### config.mk
export PLATFORM = sky130hd
export DESIGN_NAME = bus_ctrl_top
export DESIGN_NICKNAME = d
export VERILOG_FILES = /design/src/hdl/bus_regs_pkg.sv /design/src/hdl/sfpp_pkg.sv /design/src/hdl/sfpp_status_if.sv /design/src/hdl/bus_ctrl_top.sv /design/src/hdl/ctrl_regs.sv /design/src/hdl/readback_mux.sv /design/src/hdl/sfpp_status_mon.sv
export VERILOG_INCLUDE_DIRS = /design/src /design/src/hdl
export SDC_FILE = /design/constraint.sdc
export NUM_CORES = 1
export LEC_CHECK = 0
export BUFFER_PORTS_ARGS = -buffer_cell sky130_fd_sc_hd__buf_2
export CORE_UTILIZATION = 40
export DETAILED_ROUTE_END_ITERATION = 6
export GPL_TIMING_DRIVEN = 0
export MAX_ROUTING_LAYER = met4
export SLEW_MARGIN = 5
export SYNTH_ARGS = -nofsm -noshare
export SYNTH_HDL_FRONTEND = slang
export SYNTH_HIERARCHICAL = 1
export SYNTH_SLANG_ARGS = --single-unit
export TNS_END_PERCENT = 50
### constraint.sdc
create_clock -name clk -period 9.2 [get_ports clk]
set_input_delay 2.3 -clock clk [delete_from_list [all_inputs] [get_ports clk]]
set_output_delay 2.3 -clock clk [all_outputs]
set_load 0.03 [all_outputs]
### src/hdl/bus_ctrl_defs.svh
// ------------------------------
// Board control bus constants
// Widths, reset values, IDs
// ------------------------------
`ifndef BUS_CTRL_DEFS_SVH
`define BUS_CTRL_DEFS_SVH

// Bus widths
`define SR_AWIDTH 8
`define RB_AWIDTH 8
`define DATA_W 32

// Status and control widths
`define PHY_STATUS_W 16
`define CLK_STATUS_W 8
`define CLK_CTRL_W 7
`define SW_RST_W 4
`define LED_W 8

// Bit 6 high, GPSDO on out of reset
`define CLK_CTRL_RESET 7'b100_0000

// Two flops per async input
`define SYNC_STAGES 2

// Compatibility number reported to host
`define COMPAT_MAJOR 16'h000D
`define COMPAT_MINOR 16'h0000

// ------------------------------
// Ethernet port type per build
// ------------------------------
// 0 for 1G, 1 for a 10G port
`define ETH_TYPE0 32'h0000_0000
`define ETH_TYPE1 32'h0000_0000

`endif

### src/hdl/bus_regs_pkg.sv
// ------------------------------
// Settings and readback address maps
// ------------------------------
`include "bus_ctrl_defs.svh"

package bus_regs_pkg;

   // ------------------------------
   // Settings bus register map
   // ------------------------------
   typedef enum logic [`SR_AWIDTH-1:0] {
      // LED drive bits
      SR_LEDS       = `SR_AWIDTH'(0),
      // Soft resets
      // [0] PHY, [1] radio clk domain, [2] radio PLL, [3] ADC idelayctrl
      SR_SW_RST     = `SR_AWIDTH'(1),
      // Clock board control
      SR_CLOCK_CTRL = `SR_AWIDTH'(2),
      // Rate select per cage
      SR_SFPP_CTRL0 = `SR_AWIDTH'(8),
      SR_SFPP_CTRL1 = `SR_AWIDTH'(9)
   } sr_addr_e;

   // ------------------------------
   // Readback bus word map
   // ------------------------------
   typedef enum logic [`RB_AWIDTH-1:0] {
      // Free running cycle count
      RB_COUNTER      = `RB_AWIDTH'(0),
      // Clock board status, low byte
      RB_CLK_STATUS   = `RB_AWIDTH'(3),
      // Ethernet type per port
      RB_ETH_TYPE0    = `RB_AWIDTH'(4),
      RB_ETH_TYPE1    = `RB_AWIDTH'(5),
      // Major and minor compat
      RB_COMPAT_NUM   = `RB_AWIDTH'(6),
      // Cage status, flags clear on read
      RB_SFPP_STATUS0 = `RB_AWIDTH'(8),
      RB_SFPP_STATUS1 = `RB_AWIDTH'(9)
   } rb_addr_e;

endpackage

### src/hdl/sfpp_pkg.sv
// ------------------------------
// SFP+ cage pin and status types
// ------------------------------
`include "bus_ctrl_defs.svh"

package sfpp_pkg;

   // Cage pins, MSB first as read back
   typedef struct packed {
      // Module absent
      logic mod_abs;
      // Transmit fault
      logic tx_fault;
      // Receive loss of signal
      logic rx_los;
   } sfpp_pins_t;

   // ------------------------------
   // Status word layout
   // ------------------------------
   typedef struct packed {
      // Synchronized PHY status, bits 31..16
      logic [`PHY_STATUS_W-1:0] phy;
      // Always zero
      logic [9:0]               rsvd;
      // Sticky change flags, bits 5..3
      sfpp_pins_t               chgd;
      // Synchronized pins, bits 2..0
      sfpp_pins_t               pins;
   } sfpp_status_t;

   // Same word seen raw or by field
   typedef union packed {
      logic [`DATA_W-1:0] raw;
      sfpp_status_t       fields;
   } sfpp_word_u;

endpackage

### src/hdl/sfpp_status_if.sv
// ------------------------------
// One cage's status to readback
// ------------------------------
`timescale 1ns/1ps
`include "bus_ctrl_defs.svh"

interface sfpp_status_if import sfpp_pkg::*; ();

   // Synchronized pins
   sfpp_pins_t               pins;
   // Sticky change flags
   sfpp_pins_t               chgd;
   // Synchronized PHY status
   logic [`PHY_STATUS_W-1:0] phy;
   // Read clear strobe back to the monitor
   logic                     clr;

   // Monitor side
   modport mon (
      output pins, chgd, phy,
      input  clr
   );

   // Readback side
   modport rb (
      input  pins, chgd, phy,
      output clr
   );

endinterface

### src/hdl/bus_ctrl_top.sv
// ------------------------------
// Board control register block
// ------------------------------
`timescale 1ns/1ps
`include "bus_ctrl_defs.svh"

module bus_ctrl_top import sfpp_pkg::*; (
   input  logic                     clk,
   input  logic                     i_rst,
   // Settings bus
   input  logic                     i_set_stb,
   input  logic [`SR_AWIDTH-1:0]    i_set_addr,
   input  logic [`DATA_W-1:0]       i_set_data,
   // Readback bus
   input  logic [`RB_AWIDTH-1:0]    i_rb_addr,
   input  logic                     i_rb_rd_stb,
   output logic [`DATA_W-1:0]       o_rb_data,
   // Clock board
   input  logic [`CLK_STATUS_W-1:0] i_clock_status,
   output logic [`CLK_CTRL_W-1:0]   o_clock_control,
   // Board misc
   output logic [`LED_W-1:0]        o_leds,
   output logic [`SW_RST_W-1:0]     o_sw_rst,
   // SFP+ cages
   input  sfpp_pins_t               i_sfpp0_pins,
   input  sfpp_pins_t               i_sfpp1_pins,
   input  logic [`PHY_STATUS_W-1:0] i_eth0_phy_status,
   input  logic [`PHY_STATUS_W-1:0] i_eth1_phy_status,
   output logic [1:0]               o_sfpp0_rs_drv,
   output logic [1:0]               o_sfpp1_rs_drv
);

   // Cage status links
   sfpp_status_if st0_if ();
   sfpp_status_if st1_if ();

   // ------------------------------
   // Config registers
   // ------------------------------
   ctrl_regs u_ctrl_regs (
      .clk             (clk),
      .i_rst           (i_rst),
      .i_set_stb       (i_set_stb),
      .i_set_addr      (i_set_addr),
      .i_set_data      (i_set_data),
      .o_leds          (o_leds),
      .o_sw_rst        (o_sw_rst),
      .o_clock_control (o_clock_control),
      .o_sfpp0_rs_drv  (o_sfpp0_rs_drv),
      .o_sfpp1_rs_drv  (o_sfpp1_rs_drv)
   );

   // ------------------------------
   // Cage monitors
   // ------------------------------
   sfpp_status_mon u_sfpp0_mon (
      .clk          (clk),
      .i_rst        (i_rst),
      .i_pins       (i_sfpp0_pins),
      .i_phy_status (i_eth0_phy_status),
      .status       (st0_if.mon)
   );

   sfpp_status_mon u_sfpp1_mon (
      .clk          (clk),
      .i_rst        (i_rst),
      .i_pins       (i_sfpp1_pins),
      .i_phy_status (i_eth1_phy_status),
      .status       (st1_if.mon)
   );

   // Readback select
   readback_mux u_readback_mux (
      .clk            (clk),
      .i_rst          (i_rst),
      .i_rb_addr      (i_rb_addr),
      .i_rb_rd_stb    (i_rb_rd_stb),
      .o_rb_data      (o_rb_data),
      .i_clock_status (i_clock_status),
      .st0            (st0_if.rb),
      .st1            (st1_if.rb)
   );

endmodule

### src/hdl/ctrl_regs.sv
// ------------------------------
// Settings bus config registers
// ------------------------------
`timescale 1ns/1ps
`include "bus_ctrl_defs.svh"

module ctrl_regs import bus_regs_pkg::*; (
   input  logic                   clk,
   input  logic                   i_rst,
   // Settings bus
   input  logic                   i_set_stb,
   input  logic [`SR_AWIDTH-1:0]  i_set_addr,
   input  logic [`DATA_W-1:0]     i_set_data,
   // Register outputs
   output logic [`LED_W-1:0]      o_leds,
   output logic [`SW_RST_W-1:0]   o_sw_rst,
   output logic [`CLK_CTRL_W-1:0] o_clock_control,
   // Rate select pull-low enables
   output logic [1:0]             o_sfpp0_rs_drv,
   output logic [1:0]             o_sfpp1_rs_drv
);

   // Address as a map entry
   sr_addr_e set_addr;

   assign set_addr = sr_addr_e'(i_set_addr);

   // ------------------------------
   // Register writes
   // ------------------------------
   // Value shows one cycle after the strobe
   always_ff @(posedge clk) begin
      if (i_rst) begin
         o_leds          <= '0;
         o_sw_rst        <= '0;
         // GPSDO enabled out of reset
         o_clock_control <= `CLK_CTRL_RESET;
         // Rate select pins float
         o_sfpp0_rs_drv  <= 2'b00;
         o_sfpp1_rs_drv  <= 2'b00;
      end else if (i_set_stb) begin
         // Low bits of the data word only
         case (set_addr)
            SR_LEDS: begin
               o_leds <= i_set_data[`LED_W-1:0];
            end
            SR_SW_RST: begin
               o_sw_rst <= i_set_data[`SW_RST_W-1:0];
            end
            SR_CLOCK_CTRL: begin
               o_clock_control <= i_set_data[`CLK_CTRL_W-1:0];
            end
            // Bit set pulls RS0 or RS1 low
            SR_SFPP_CTRL0: begin
               o_sfpp0_rs_drv <= i_set_data[1:0];
            end
            SR_SFPP_CTRL1: begin
               o_sfpp1_rs_drv <= i_set_data[1:0];
            end
            // Other addresses belong elsewhere
            default: begin
            end
         endcase
      end
   end

endmodule

### src/hdl/readback_mux.sv
// ------------------------------
// Readback word select
// Counter, status words, read clear
// ------------------------------
`timescale 1ns/1ps
`include "bus_ctrl_defs.svh"

module readback_mux import bus_regs_pkg::*; import sfpp_pkg::*; (
   input  logic                     clk,
   input  logic                     i_rst,
   // Readback bus
   input  logic [`RB_AWIDTH-1:0]    i_rb_addr,
   input  logic                     i_rb_rd_stb,
   output logic [`DATA_W-1:0]       o_rb_data,
   // Clock board status
   input  logic [`CLK_STATUS_W-1:0] i_clock_status,
   // Cage status
   sfpp_status_if.rb                st0,
   sfpp_status_if.rb                st1
);

   // Address as a map entry
   rb_addr_e rb_addr;
   // Cycle counter
   logic [`DATA_W-1:0] counter;
   // Assembled cage words
   sfpp_word_u sfpp0_word;
   sfpp_word_u sfpp1_word;

   assign rb_addr = rb_addr_e'(i_rb_addr);

   // Fill the status layout, send out raw
   function automatic sfpp_word_u build_sfpp_word(
      input logic [`PHY_STATUS_W-1:0] phy,
      input sfpp_pins_t               chgd,
      input sfpp_pins_t               pins
   );
      sfpp_word_u w;
      w.fields.phy  = phy;
      w.fields.rsvd = '0;
      w.fields.chgd = chgd;
      w.fields.pins = pins;
      return w;
   endfunction

   // ------------------------------
   // Free running counter
   // ------------------------------
   always_ff @(posedge clk) begin
      if (i_rst) begin
         counter <= '0;
      end else begin
         counter <= counter + 1'b1;
      end
   end

   assign sfpp0_word = build_sfpp_word(st0.phy, st0.chgd, st0.pins);
   assign sfpp1_word = build_sfpp_word(st1.phy, st1.chgd, st1.pins);

   // ------------------------------
   // Word select
   // ------------------------------
   // Same cycle as the address
   always_comb begin
      case (rb_addr)
         RB_COUNTER:      o_rb_data = counter;
         RB_CLK_STATUS:   o_rb_data = {{(`DATA_W-`CLK_STATUS_W){1'b0}}, i_clock_status};
         RB_ETH_TYPE0:    o_rb_data = `ETH_TYPE0;
         RB_ETH_TYPE1:    o_rb_data = `ETH_TYPE1;
         RB_COMPAT_NUM:   o_rb_data = {`COMPAT_MAJOR, `COMPAT_MINOR};
         RB_SFPP_STATUS0: o_rb_data = sfpp0_word.raw;
         RB_SFPP_STATUS1: o_rb_data = sfpp1_word.raw;
         // Unmapped reads as zero
         default:         o_rb_data = '0;
      endcase
   end

   // Reading a cage word clears its flags next edge
   assign st0.clr = i_rb_rd_stb && (rb_addr == RB_SFPP_STATUS0);
   assign st1.clr = i_rb_rd_stb && (rb_addr == RB_SFPP_STATUS1);

endmodule

### src/hdl/sfpp_status_mon.sv
// ------------------------------
// SFP+ cage monitor
// Syncs pins and PHY status and latches pin changes
// ------------------------------
`timescale 1ns/1ps
`include "bus_ctrl_defs.svh"

module sfpp_status_mon import sfpp_pkg::*; (
   input  logic                     clk,
   input  logic                     i_rst,
   // Async cage pins
   input  sfpp_pins_t               i_pins,
   // Async PHY status bits
   input  logic [`PHY_STATUS_W-1:0] i_phy_status,
   // Status out and clear in
   sfpp_status_if.mon               status
);

   // Synchronizer stages
   sfpp_pins_t               pin_sync [`SYNC_STAGES];
   logic [`PHY_STATUS_W-1:0] phy_sync [`SYNC_STAGES];

   // Last synchronized pins
   sfpp_pins_t pins_now;
   // Pins one cycle earlier
   sfpp_pins_t pins_prev;
   // Sticky flags
   sfpp_pins_t chgd;

   // ------------------------------
   // Synchronizers
   // ------------------------------
   // Each input shifts down its chain
   always_ff @(posedge clk) begin
      pin_sync[0] <= i_pins;
      phy_sync[0] <= i_phy_status;
      for (int s = 1; s < `SYNC_STAGES; s++) begin
         pin_sync[s] <= pin_sync[s-1];
         phy_sync[s] <= phy_sync[s-1];
      end
   end

   assign pins_now = pin_sync[`SYNC_STAGES-1];

   // ------------------------------
   // Change detect
   // ------------------------------
   always_ff @(posedge clk) begin
      if (i_rst) begin
         pins_prev <= '0;
         chgd      <= '0;
      end else begin
         pins_prev <= pins_now;
         // Clear wins over a change in the same cycle
         if (status.clr) begin
            chgd <= '0;
         end else begin
            chgd <= chgd | (pins_now ^ pins_prev);
         end
      end
   end

   // To readback
   assign status.pins = pins_now;
   assign status.chgd = chgd;
   assign status.phy  = phy_sync[`SYNC_STAGES-1];

endmodule
Yosys cells after proc, flatten, opt, wreduce, memory -nomap -nowiden
Memories as Yosys holds them, arrays and structs flattened.
Cells that the tools add are included.
{ "word_totals": {"regBits": 67, "ram_bits": 76, "in_bits": 98, "n_memories": 4} }
{ "classes": {"add_sub_neg": 1, "n_eq_ne": 8, "mux": 1, "bitwise_logic": 4, "n_reduce_logical": 11} }
{ "memory_table": {"columns": ["name", "depth", "word_bits", "rd", "rd_ports_with_merged_regs", "wr", "line", "text"], "rows": [
  ["u_sfpp0_mon.phy_sync", 2, 16, 2, 0, 2, "sfpp_status_mon.sv:21", "logic [`PHY_STATUS_W-1:0] phy_sync [`SYNC_STAGES];"],
  ["u_sfpp1_mon.phy_sync", 2, 16, 2, 0, 2, "sfpp_status_mon.sv:21", null],
  ["u_sfpp0_mon.pin_sync", 2, 3, 2, 0, 2, "sfpp_status_mon.sv:20", "sfpp_pins_t pin_sync [`SYNC_STAGES];"],
  ["u_sfpp1_mon.pin_sync", 2, 3, 2, 0, 2, "sfpp_status_mon.sv:20", null]
]} }
{ "ops": {"columns": ["op", "n"], "rows": [
  ["case mux 32 bit (5 select lines)", 1],
  ["adder 32 x 1 -> 32 bit, second input constant", 1],
  ["== test 8 x 4 -> 1 bit, second input constant", 4],
  ["== test 8 x 2 -> 1 bit, second input constant", 2],
  ["logical NOT 8 bit", 2],
  ["AND reduction 2 bit", 5],
  ["== test 8 x 1 -> 1 bit, second input constant", 1],
  ["== test 8 x 3 -> 1 bit, second input constant", 1],
  ["bitwise OR 3 bit", 2],
  ["XOR 3 bit", 2],
  ["OR reduction 2 bit", 2],
  ["logical AND 1 bit", 2]
]} }

Depth between registers and ports, before layout
Gate-level depths: netlist of run 1.
{ "logic_depth": {"word_depth": 3, "depth_mapped": 8} }

Hierarchy
The synthesis of run 1 kept the hierarchy.
{ "modules_own_cells": {"columns": ["module", "instances", "cells_each", "area_each_um2"], "rows": [
  ["sfpp_status_mon", 2, 73, 1097.3],
  ["readback_mux", 1, 250, 2093.3],
  ["ctrl_regs", 1, 92, 1009.7]
]} }

Worst setup path after synthesis of run 1
No wires, ideal clock.
{ "synth_path": {"kind": "input-to-output", "from": "input port i_rb_addr[5]", "to": "output port o_rb_data[17]", "arrival_time_ns": 4.190, "required_time_ns": 6.900, "setup_slack_ns": 2.710, "cell_stages": 6, "n_path_buf": 3, "path_cell_list": "or4_4 -> or4b_1 -> buf_2 -> buf_6 -> buf_6 -> o2bb2ai_1"} }
{ "synth_between": {"elab_chain_len": 2} }
{ "synth_rtl": {"columns": ["item", "line", "text"], "rows": [
  ["start, declared", "bus_ctrl_top.sv:15", "input logic [`RB_AWIDTH-1:0] i_rb_addr,"],
  ["== test 8 x 4 -> 1 bit (tied with other cells)", "readback_mux.sv:65", "case (rb_addr)"],
  ["case mux 32 bit (5 select lines) *", "readback_mux.sv:65", null],
  ["end, declared", "bus_ctrl_top.sv:17", "output logic [`DATA_W-1:0] o_rb_data,"]
]} }
Every way passes the cells marked *; elsewhere a longest branch is shown, timed or not.

Worst setup path in the final report of run 1
{ "layout_path": {"from": "input port i_rb_addr[5]", "to": "output port o_rb_data[21]"} }
Same word-level chain as after synthesis.

==> reports/qor.csv, run 1 <==
metric;value;unit
Synth area leaders;dfxtp_1 (54%), mux2i_1 (8.5%), buf_4 (5.4%), nand2b_1 (3.5%), a21oi_1 (2.2%);
Routed WL per cell;13.5;µm
layout cell share with drive strength beyond 1;33.2;%
Post-Syn Instances;488;
count leader, synth;dfxtp_1;
Setup violations, final;0;
met2 routed WL;5510;µm
GRT Util Overall;17.4;%
PostCTS Resize Cnt;0;
Ports;153;
Hold Path Stages;0;
full die area;0.0137;mm²
clk slew on worst S/H paths;0.05;ns
first-pass GRT wire length;17300;µm
Reg area;0.00286;mm²
largest net degree at the start of global routing;19;
CTS Buf Count;17;
yosys warns;6;
final hold slack;0.324;ns
Critical Path Source;i_rb_addr[5];
Yosys reg bits;143;
routability congestion estimate;0.804;
DRT Wirelength;11100;µm
CTS tree;built;
FP Rows;41;
Met1 Wirelength;4770;µm
CP max FO;10;
number of flops mapped to enable cells by yosys;0;
fillers;1162;
critical path endpoint;o_rb_data[21];
Die Span Y;117;µm
FF-to-FF End;u_readback_mux/counter[25];
Setup WS pre-CTS;2.47;ns
via count;3916;
synth cell count leaders;dfxtp_1 (143), mux2i_1 (45), buf_4 (38);
CP Launch Type;primary input;
H-tree Lvls;4;
final std cells w/o fill;819;
Leak Pwr;3.01;nW
multi-input logic area;0.00201;mm²
endpoints failing hold;0;
CP most frequent cell;buf_2;
RSZ-0062 raised after global routing;false;
Hold WC Path Type;flop to flop;
nets@finish;733;
Post-synth top flop;dfxtp_1;
Final WS setup;2.49;ns
R2R Setup Slk;6.93;ns
leading area contributor after synthesis;dfxtp_1;
# clock sinks;143;
outcome;completed;
ys async rst share;0;%
CP max stage delay;0.53;ns
slowest CP cell;or4_4;
setup bufs post-CTS;0;
GRT overflow;0;
normalized max-slew margin;18.5;%
max layer used;met4;
maximum buffer depth of the clock tree;2;
DRC errors left;0;
synthesized cell area;0.00530;mm²
post-layout util;53.2;%
Layout area overhead;28.3;%
clock latency on the worst-skew pair;0.41;ns
Synth top area share;54.0;%
vias in the first global route;3673;
port bufs;127;
synth unique cells;43;
FF-to-FF path depth;6;
Cell Pwr Density;213;mW/mm²
die width;117;µm
Root Buffer Master;clkbuf_16;
min Tclk post-route;6.71;ns
r2r startpoint;u_readback_mux/counter[2];
Clock Skews;0.00540;ns
VDD IR-drop max;0.000142;V
initial antenna violation count;0;
total negative setup slack;0;ns
CORE AREA;0.0128;mm²
placed insts;787;
crit path capture type;primary output;
worst-path cell chain;buf_2, or4_4, or3_1, buf_2, nor3_4, buf_6, o2bb2ai_1, buf_2;
# hold bufs at CTS;0;
Max-Cap Viols;0;
Antenna Violating Nets Remaining;0;
HPWL after DPL;8170;µm
Tcrit/Tclk final;73.0;%
critical path class;primary input to primary output;
post-synth net total;587;
n_diodes;0;
Worst Max-Slew Pin Slew;1.21;ns
Seq/Total Area, Yosys;54.0;%
Starting Density;41.5;%
vias per cell;4.78;
fin. max-slew vios;0;
drt pass-1 iters;5;
DRT iter0 DRCs;149;
Avg Cell Area, Syn;10.9;µm²
Crit path required time;6.90;ns
f_max;149;MHz
WL met3;639;µm
crit path DAT;4.41;ns
==> critical path: cells and delay by family <==
kind | cells | cell delay (ns)
buffers and inverters | 4 | 0.71
AO/OA/AOI/OAI | 1 | 0.14
AND/OR/NAND/NOR | 3 | 1.25
==> layout by cell type (no fill, tap or decap), drive strengths merged, types with 3 or more instances in the layout <==
| cell | netlist | final |
|---|---|---|
| a21oi | 23 | 23 |
| a221o | 6 | 6 |
| and2 | 11 | 11 |
| and3 | 4 | 4 |
| and4 | 5 | 5 |
| buf | 47 | 174 |
| bufinv | 0 | 4 |
| clkbuf | 12 | 32 |
| clkinv | 0 | 4 |
| clkinvlp | 0 | 3 |
| dfxtp | 143 | 143 |
| inv | 6 | 7 |
| mux2i | 45 | 45 |
| nand2 | 9 | 9 |
| nand2b | 30 | 30 |
| nand3 | 10 | 10 |
| nand4 | 10 | 10 |
| nor2 | 24 | 24 |
| nor2b | 7 | 7 |
| nor4 | 3 | 3 |
| o21a | 6 | 6 |
| o21ai | 9 | 9 |
| o22ai | 3 | 3 |
| o2bb2ai | 13 | 13 |
| o31ai | 11 | 11 |
| or3 | 12 | 12 |
| or4 | 12 | 12 |
| xnor2 | 4 | 4 |
| xor2 | 12 | 12 |
==> cell type report <==
| cell class | instances | share of cell area (%) |
|---|---|---|
| well taps | 172 | 3.17 |
| clock buffers | 20 | 6.87 |
| repair buffers | 127 | 9.35 |
| clock inverters | 12 | 2.69 |
| inverters | 6 | 0.331 |
| multi-input cells | 280 | 29.5 |
| flip-flops and latches | 143 | 42.1 |
| plain buffers | 59 | 5.98 |
==> stage by stage <==
step           total power (W)  cell area (µm²)
5_1_grt                0.00150             6800
3_5_place_dp          0.000728             6150
6_report               0.00145             6800
3_3_place_gp          0.000725             6150
4_1_cts                0.00146             6800
2_1_floorplan         0.000700             5300
==> per-layer routing <==
layer	vias to the layer above	GRT usage [%]
li1	1977	-
met1	1813	19.0
met2	110	28.6
met3	16	6.18
met4	0	7.59
met5	-	-
==> kinds of logic (layout without fill, tap and decap cells) <==
family	after synthesis	in the layout	share of synthesized area, %
xor+xnor	16	16	2.65
fa+ha+maj	1	1	0.236
flops	143	143	54.0
compound gates	73	73	9.40
simple gates	145	145	17.1
buf+inv	65	224	8.10
mux	45	45	8.50
==> state kept, by name, summed over array words and instances (netlist names) <==
signal,count
u_ctrl_regs/o_sfpp1_rs_drv,2
u_sfpp0_mon/status.chgd,3
u_sfpp0_mon/pins_prev,3
u_ctrl_regs/o_sw_rst,4
u_sfpp0_mon/pin_sync,6
u_sfpp1_mon/pin_sync,6
u_ctrl_regs/o_sfpp0_rs_drv,2
u_sfpp1_mon/phy_sync,32
u_ctrl_regs/o_clock_control,7
u_sfpp1_mon/status.chgd,3
u_readback_mux/counter,32
u_sfpp0_mon/phy_sync,32
u_ctrl_regs/o_leds,8
u_sfpp1_mon/pins_prev,3
==> worst min path at each step <==
| stage | from | endpoint | slack [ns] |
|---|---|---|---|
| after CTS | u_sfpp1_mon/phy_sync[0][11] | u_sfpp1_mon/phy_sync[0][27] | 0.33 |
| after global placement | u_sfpp0_mon/pin_sync[0][0] | u_sfpp0_mon/pin_sync[0][3] | 0.31 |
| after global routing | u_sfpp1_mon/pin_sync[0][1] | u_sfpp1_mon/pin_sync[0][4] | 0.33 |
| after detailed placement | u_sfpp0_mon/phy_sync[0][7] | u_sfpp0_mon/phy_sync[0][23] | 0.31 |
| after floorplan | u_sfpp0_mon/phy_sync[0][0] | u_sfpp0_mon/phy_sync[0][16] | 0.31 |
| final | u_sfpp0_mon/pin_sync[0][0] | u_sfpp0_mon/pin_sync[0][3] | 0.32 |
==> where the power goes <==
group / leakage, nW / internal, W / total, W / switching (W)
sequential: 1.19 / 0.000643 / 0.000651 / 0.00000826
clock: 0.309 / 0.000477 / 0.000733 / 0.000256
combinational: 1.52 / 0.0000356 / 0.0000622 / 0.0000266
No activity file was read; power rests on OpenSTA's default activity.
==> run 2: changes to the inputs <==
--- a/config.mk
+++ b/config.mk
@@ -6,6 +6,7 @@
 export SDC_FILE = /design/constraint.sdc
 export NUM_CORES = 1
 export LEC_CHECK = 0
+export ABC_AREA = 1
 export BUFFER_PORTS_ARGS = -buffer_cell sky130_fd_sc_hd__buf_2
 export CORE_UTILIZATION = 40
 export DETAILED_ROUTE_END_ITERATION = 6
==> constraint.sdc (replaced) <==
create_clock -name clk -period 6.5 [get_ports clk]
set_input_delay 1.625 -clock clk [delete_from_list [all_inputs] [get_ports clk]]
set_output_delay 1.625 -clock clk [all_outputs]
set_load 0.03 [all_outputs]
==> reports/qor.csv, run 2 <==
metric;value;unit;change
most common cell after layout, fill and taps aside;nand2_1;;
min Tclk post-route;4.61;ns;
CORE AREA;0.0139;mm²;+8.7%
crit path DAT;2.98;ns;-1.43 ns
Setup violations, final;0;;unchanged
# clock sinks;143;;unchanged
layout cell share with drive strength beyond 1;28.0;%;-5.2 points
clk slew on worst S/H paths;0.06;ns;about the same
Ports;153;;unchanged
register share of total power;46.1;%;+1.1 points
Post-Syn Instances;722;;+48%
clock share of power;49.3;%;-1.4 points
Min-Delay Endpoint;u_sfpp1_mon/phy_sync[0][19];;
n_diodes;0;;unchanged
DRT iter0 DRCs;196;;+32%
Starting Density;41.0;%;-0.42 points
die width;121;µm;+3.6%
GRT overflow;0;;unchanged
full die area;0.0147;mm²;+7.4%
Max-Cap Viols;0;;unchanged
CP max stage delay;0.31;ns;-0.22 ns
CP max FO;10;;unchanged
drt pass-1 iters;6;;+1
initial antenna violation count;0;;unchanged
total negative setup slack;0;ns;unchanged
yosys warns;6;;unchanged
FP Rows;43;;+4.9%
CTS Buf Count;17;;unchanged
setup bufs post-CTS;0;;unchanged
Cell Pwr Density;278;mW/mm²;+31%
CP Launch Type;primary input;;
Yosys reg bits;143;;unchanged
post-layout util;51.7;%;-1.6 points
PostCTS Resize Cnt;0;;unchanged
routability congestion estimate;0.879;;+9.3%
Bufs and invs on worst path;4;;unchanged
normalized max-slew margin;71.6;%;+53 points
FF-to-FF path depth;8;;+2
Clock Skews;0.00753;ns;+0.00213 ns
vias per cell;4.44;;-7.2%
port bufs;128;;+0.79%
commonest cells after routing, fill and taps aside;nand2_1 (150), dfxtp_1 (143), buf_2 (140);;
VDD IR-drop max;0.000219;V;+54%
Crit path required time;4.88;ns;-2.02 ns
DRC errors left;0;;unchanged
Hold Crit Start;u_sfpp1_mon/phy_sync[0][3];;
Synth top area share;50.2;%;-3.8 points
outcome;completed;;
first-pass GRT wire length;20500;µm;+19%
Setup WS pre-CTS;1.88;ns;-0.586 ns
synth cell count leaders;nand2_1 (150), dfxtp_1 (143), nor2_1 (111);;
Worst Max-Slew Pin Slew;0.426;ns;-0.786 ns
final hold slack;0.324;ns;-0.000159 ns
worst-path cell chain;buf_2, inv_1, nand2_1, nor3_2, buf_2, nand3_1, nand3_1, buf_2;;
via count;4712;;+20%
Root Buffer Master;clkbuf_16;;
Post-synth top flop;dfxtp_1;;
HPWL after DPL;9530;µm;+17%
maximum buffer depth of the clock tree;2;;unchanged
H-tree Lvls;4;;unchanged
Pint;0.00157;W;+36%
critical path class;primary input to primary output;;
leading area contributor after synthesis;dfxtp_1;;
Leak Pwr;3.43;nW;+14%
Largest regs;u_readback_mux/counter: 32 flops, u_sfpp0_mon/phy_sync: 32 flops, u_sfpp1_mon/phy_sync: 32 flops;;
number of flops mapped to enable cells by yosys;0;;unchanged
synth unique cells;29;;-33%
ys async rst share;0;%;unchanged
delay-heaviest family, CP;buffers and inverters;;
endpoints failing hold;0;;unchanged
slowest CP cell;nor3_2;;
vias in the first global route;4275;;+16%
crit path capture type;primary output;;
synthesized cell area;0.00570;mm²;+7.6%
post-synth net total;821;;+40%
R2R Setup Slk;5.04;ns;-1.89 ns
total power;0.00200;W;+38%
combinational share of power;4.6;%;+0.3 points
sw frac;21.3;%;+1.2 points
Routed WL per cell;11.8;µm;-13%
count leader, synth;nand2_1;;
RSZ-0062 raised after global routing;false;;
Die Span Y;121;µm;+3.6%
r2r startpoint;u_readback_mux/counter[1];;
Antenna Violating Nets Remaining;0;;unchanged
CP most frequent cell;buf_2;;
nets@finish;968;;+32%
Tcrit/Tclk final;70.9;%;
fin. max-slew vios;0;;unchanged
clock latency on the worst-skew pair;0.41;ns;about the same
# hold bufs at CTS;0;;unchanged
GRT Util Overall;18.9;%;+1.5 points
Hold WC Path Type;flop to flop;;
FF-to-FF End;u_readback_mux/counter[18];;
CTS tree;built;;
Seq/Total Area, Yosys;50.2;%;-3.8 points
largest net degree at the start of global routing;17;;-2
Final WS setup;1.89;ns;-0.596 ns
DRT Wirelength;12600;µm;+13%
Psw;0.000426;W;+46%
f_max;217;MHz;
Synth area leaders;dfxtp_1 (50%), nand2_1 (9.9%), nand3_1 (7.8%), nor2_1 (7.3%), buf_4 (5.3%);;
Avg Cell Area, Syn;7.89;µm²;-27%
Hold Path Stages;0;;unchanged
Layout area overhead;25.9;%;
run 2: area by class of cell:
cell class              count  area, µm²
clock inverters            12        161
fillers                  1428       6710
repair buffers            128        641
plain buffers              58        398
multi-input cells         452       2180
clock buffers              20        447
well taps                 180        225
inverters                  69        259
flip-flops and latches    143       2860
run 2: cell families (layout without fill, tap and decap cells):
kind of cell | after synthesis | in the layout | share of synthesized area [%]
AND/OR/NAND/NOR | 398 | 398 | 33.0
flip-flops | 143 | 143 | 50.2
buffers and inverters | 127 | 287 | 11.5
AO/OA/AOI/OAI | 49 | 49 | 4.35
XOR/XNOR | 4 | 4 | 0.615
adder cells (fa/ha/maj) | 1 | 1 | 0.220
run 2: worst max path at each step:
stage                          to          from  depth (start not counted)  slack (ns)
global placement    o_rb_data[23]  i_rb_addr[2]                          8        1.90
finish              o_rb_data[23]  i_rb_addr[2]                          8        1.89
global route        o_rb_data[23]  i_rb_addr[2]                          8        1.79
floorplan            o_rb_data[6]  i_rb_addr[7]                          5        2.11
detailed placement  o_rb_data[23]  i_rb_addr[2]                          8        1.88
CTS                 o_rb_data[23]  i_rb_addr[2]                          8        1.88
run 2: worst register-to-register path: cells and delay by family, from the launching register on:
family / cells / cell delay (ns)
adder cells (fa/ha/maj): 1 / 0.21
AND/OR/NAND/NOR: 7 / 0.75
flip-flops: 1 / 0.39
run 2: metrics by stage:
step                instance area [µm²]  std cells
floorplan                          5700        722
global placement                   6560       1030
detailed placement                 6560       1030
CTS                                7170       1062
global route                       7170       1062
finish                             7170       1062
run 2: layer usage:
metal | track usage (%) | routed length, µm | vias up
li1 | - | - | 2540
met1 | 24.3 | 6150 | 2043
met5 | - | 0 | -
met4 | 8.02 | 201 | 0
met3 | 4.42 | 624 | 18
met2 | 28.3 | 5590 | 111
run 2: power groups by stage:
stage,registers (W),logic (W),clock network (W)
floorplan,0.000937,0.0000567,0
global placement,0.000938,0.0000919,0
detailed placement,0.000939,0.0000927,0
CTS,0.000920,0.0000932,0.00101
global route,0.000923,0.000104,0.00105
finish,0.000920,0.0000921,0.000984
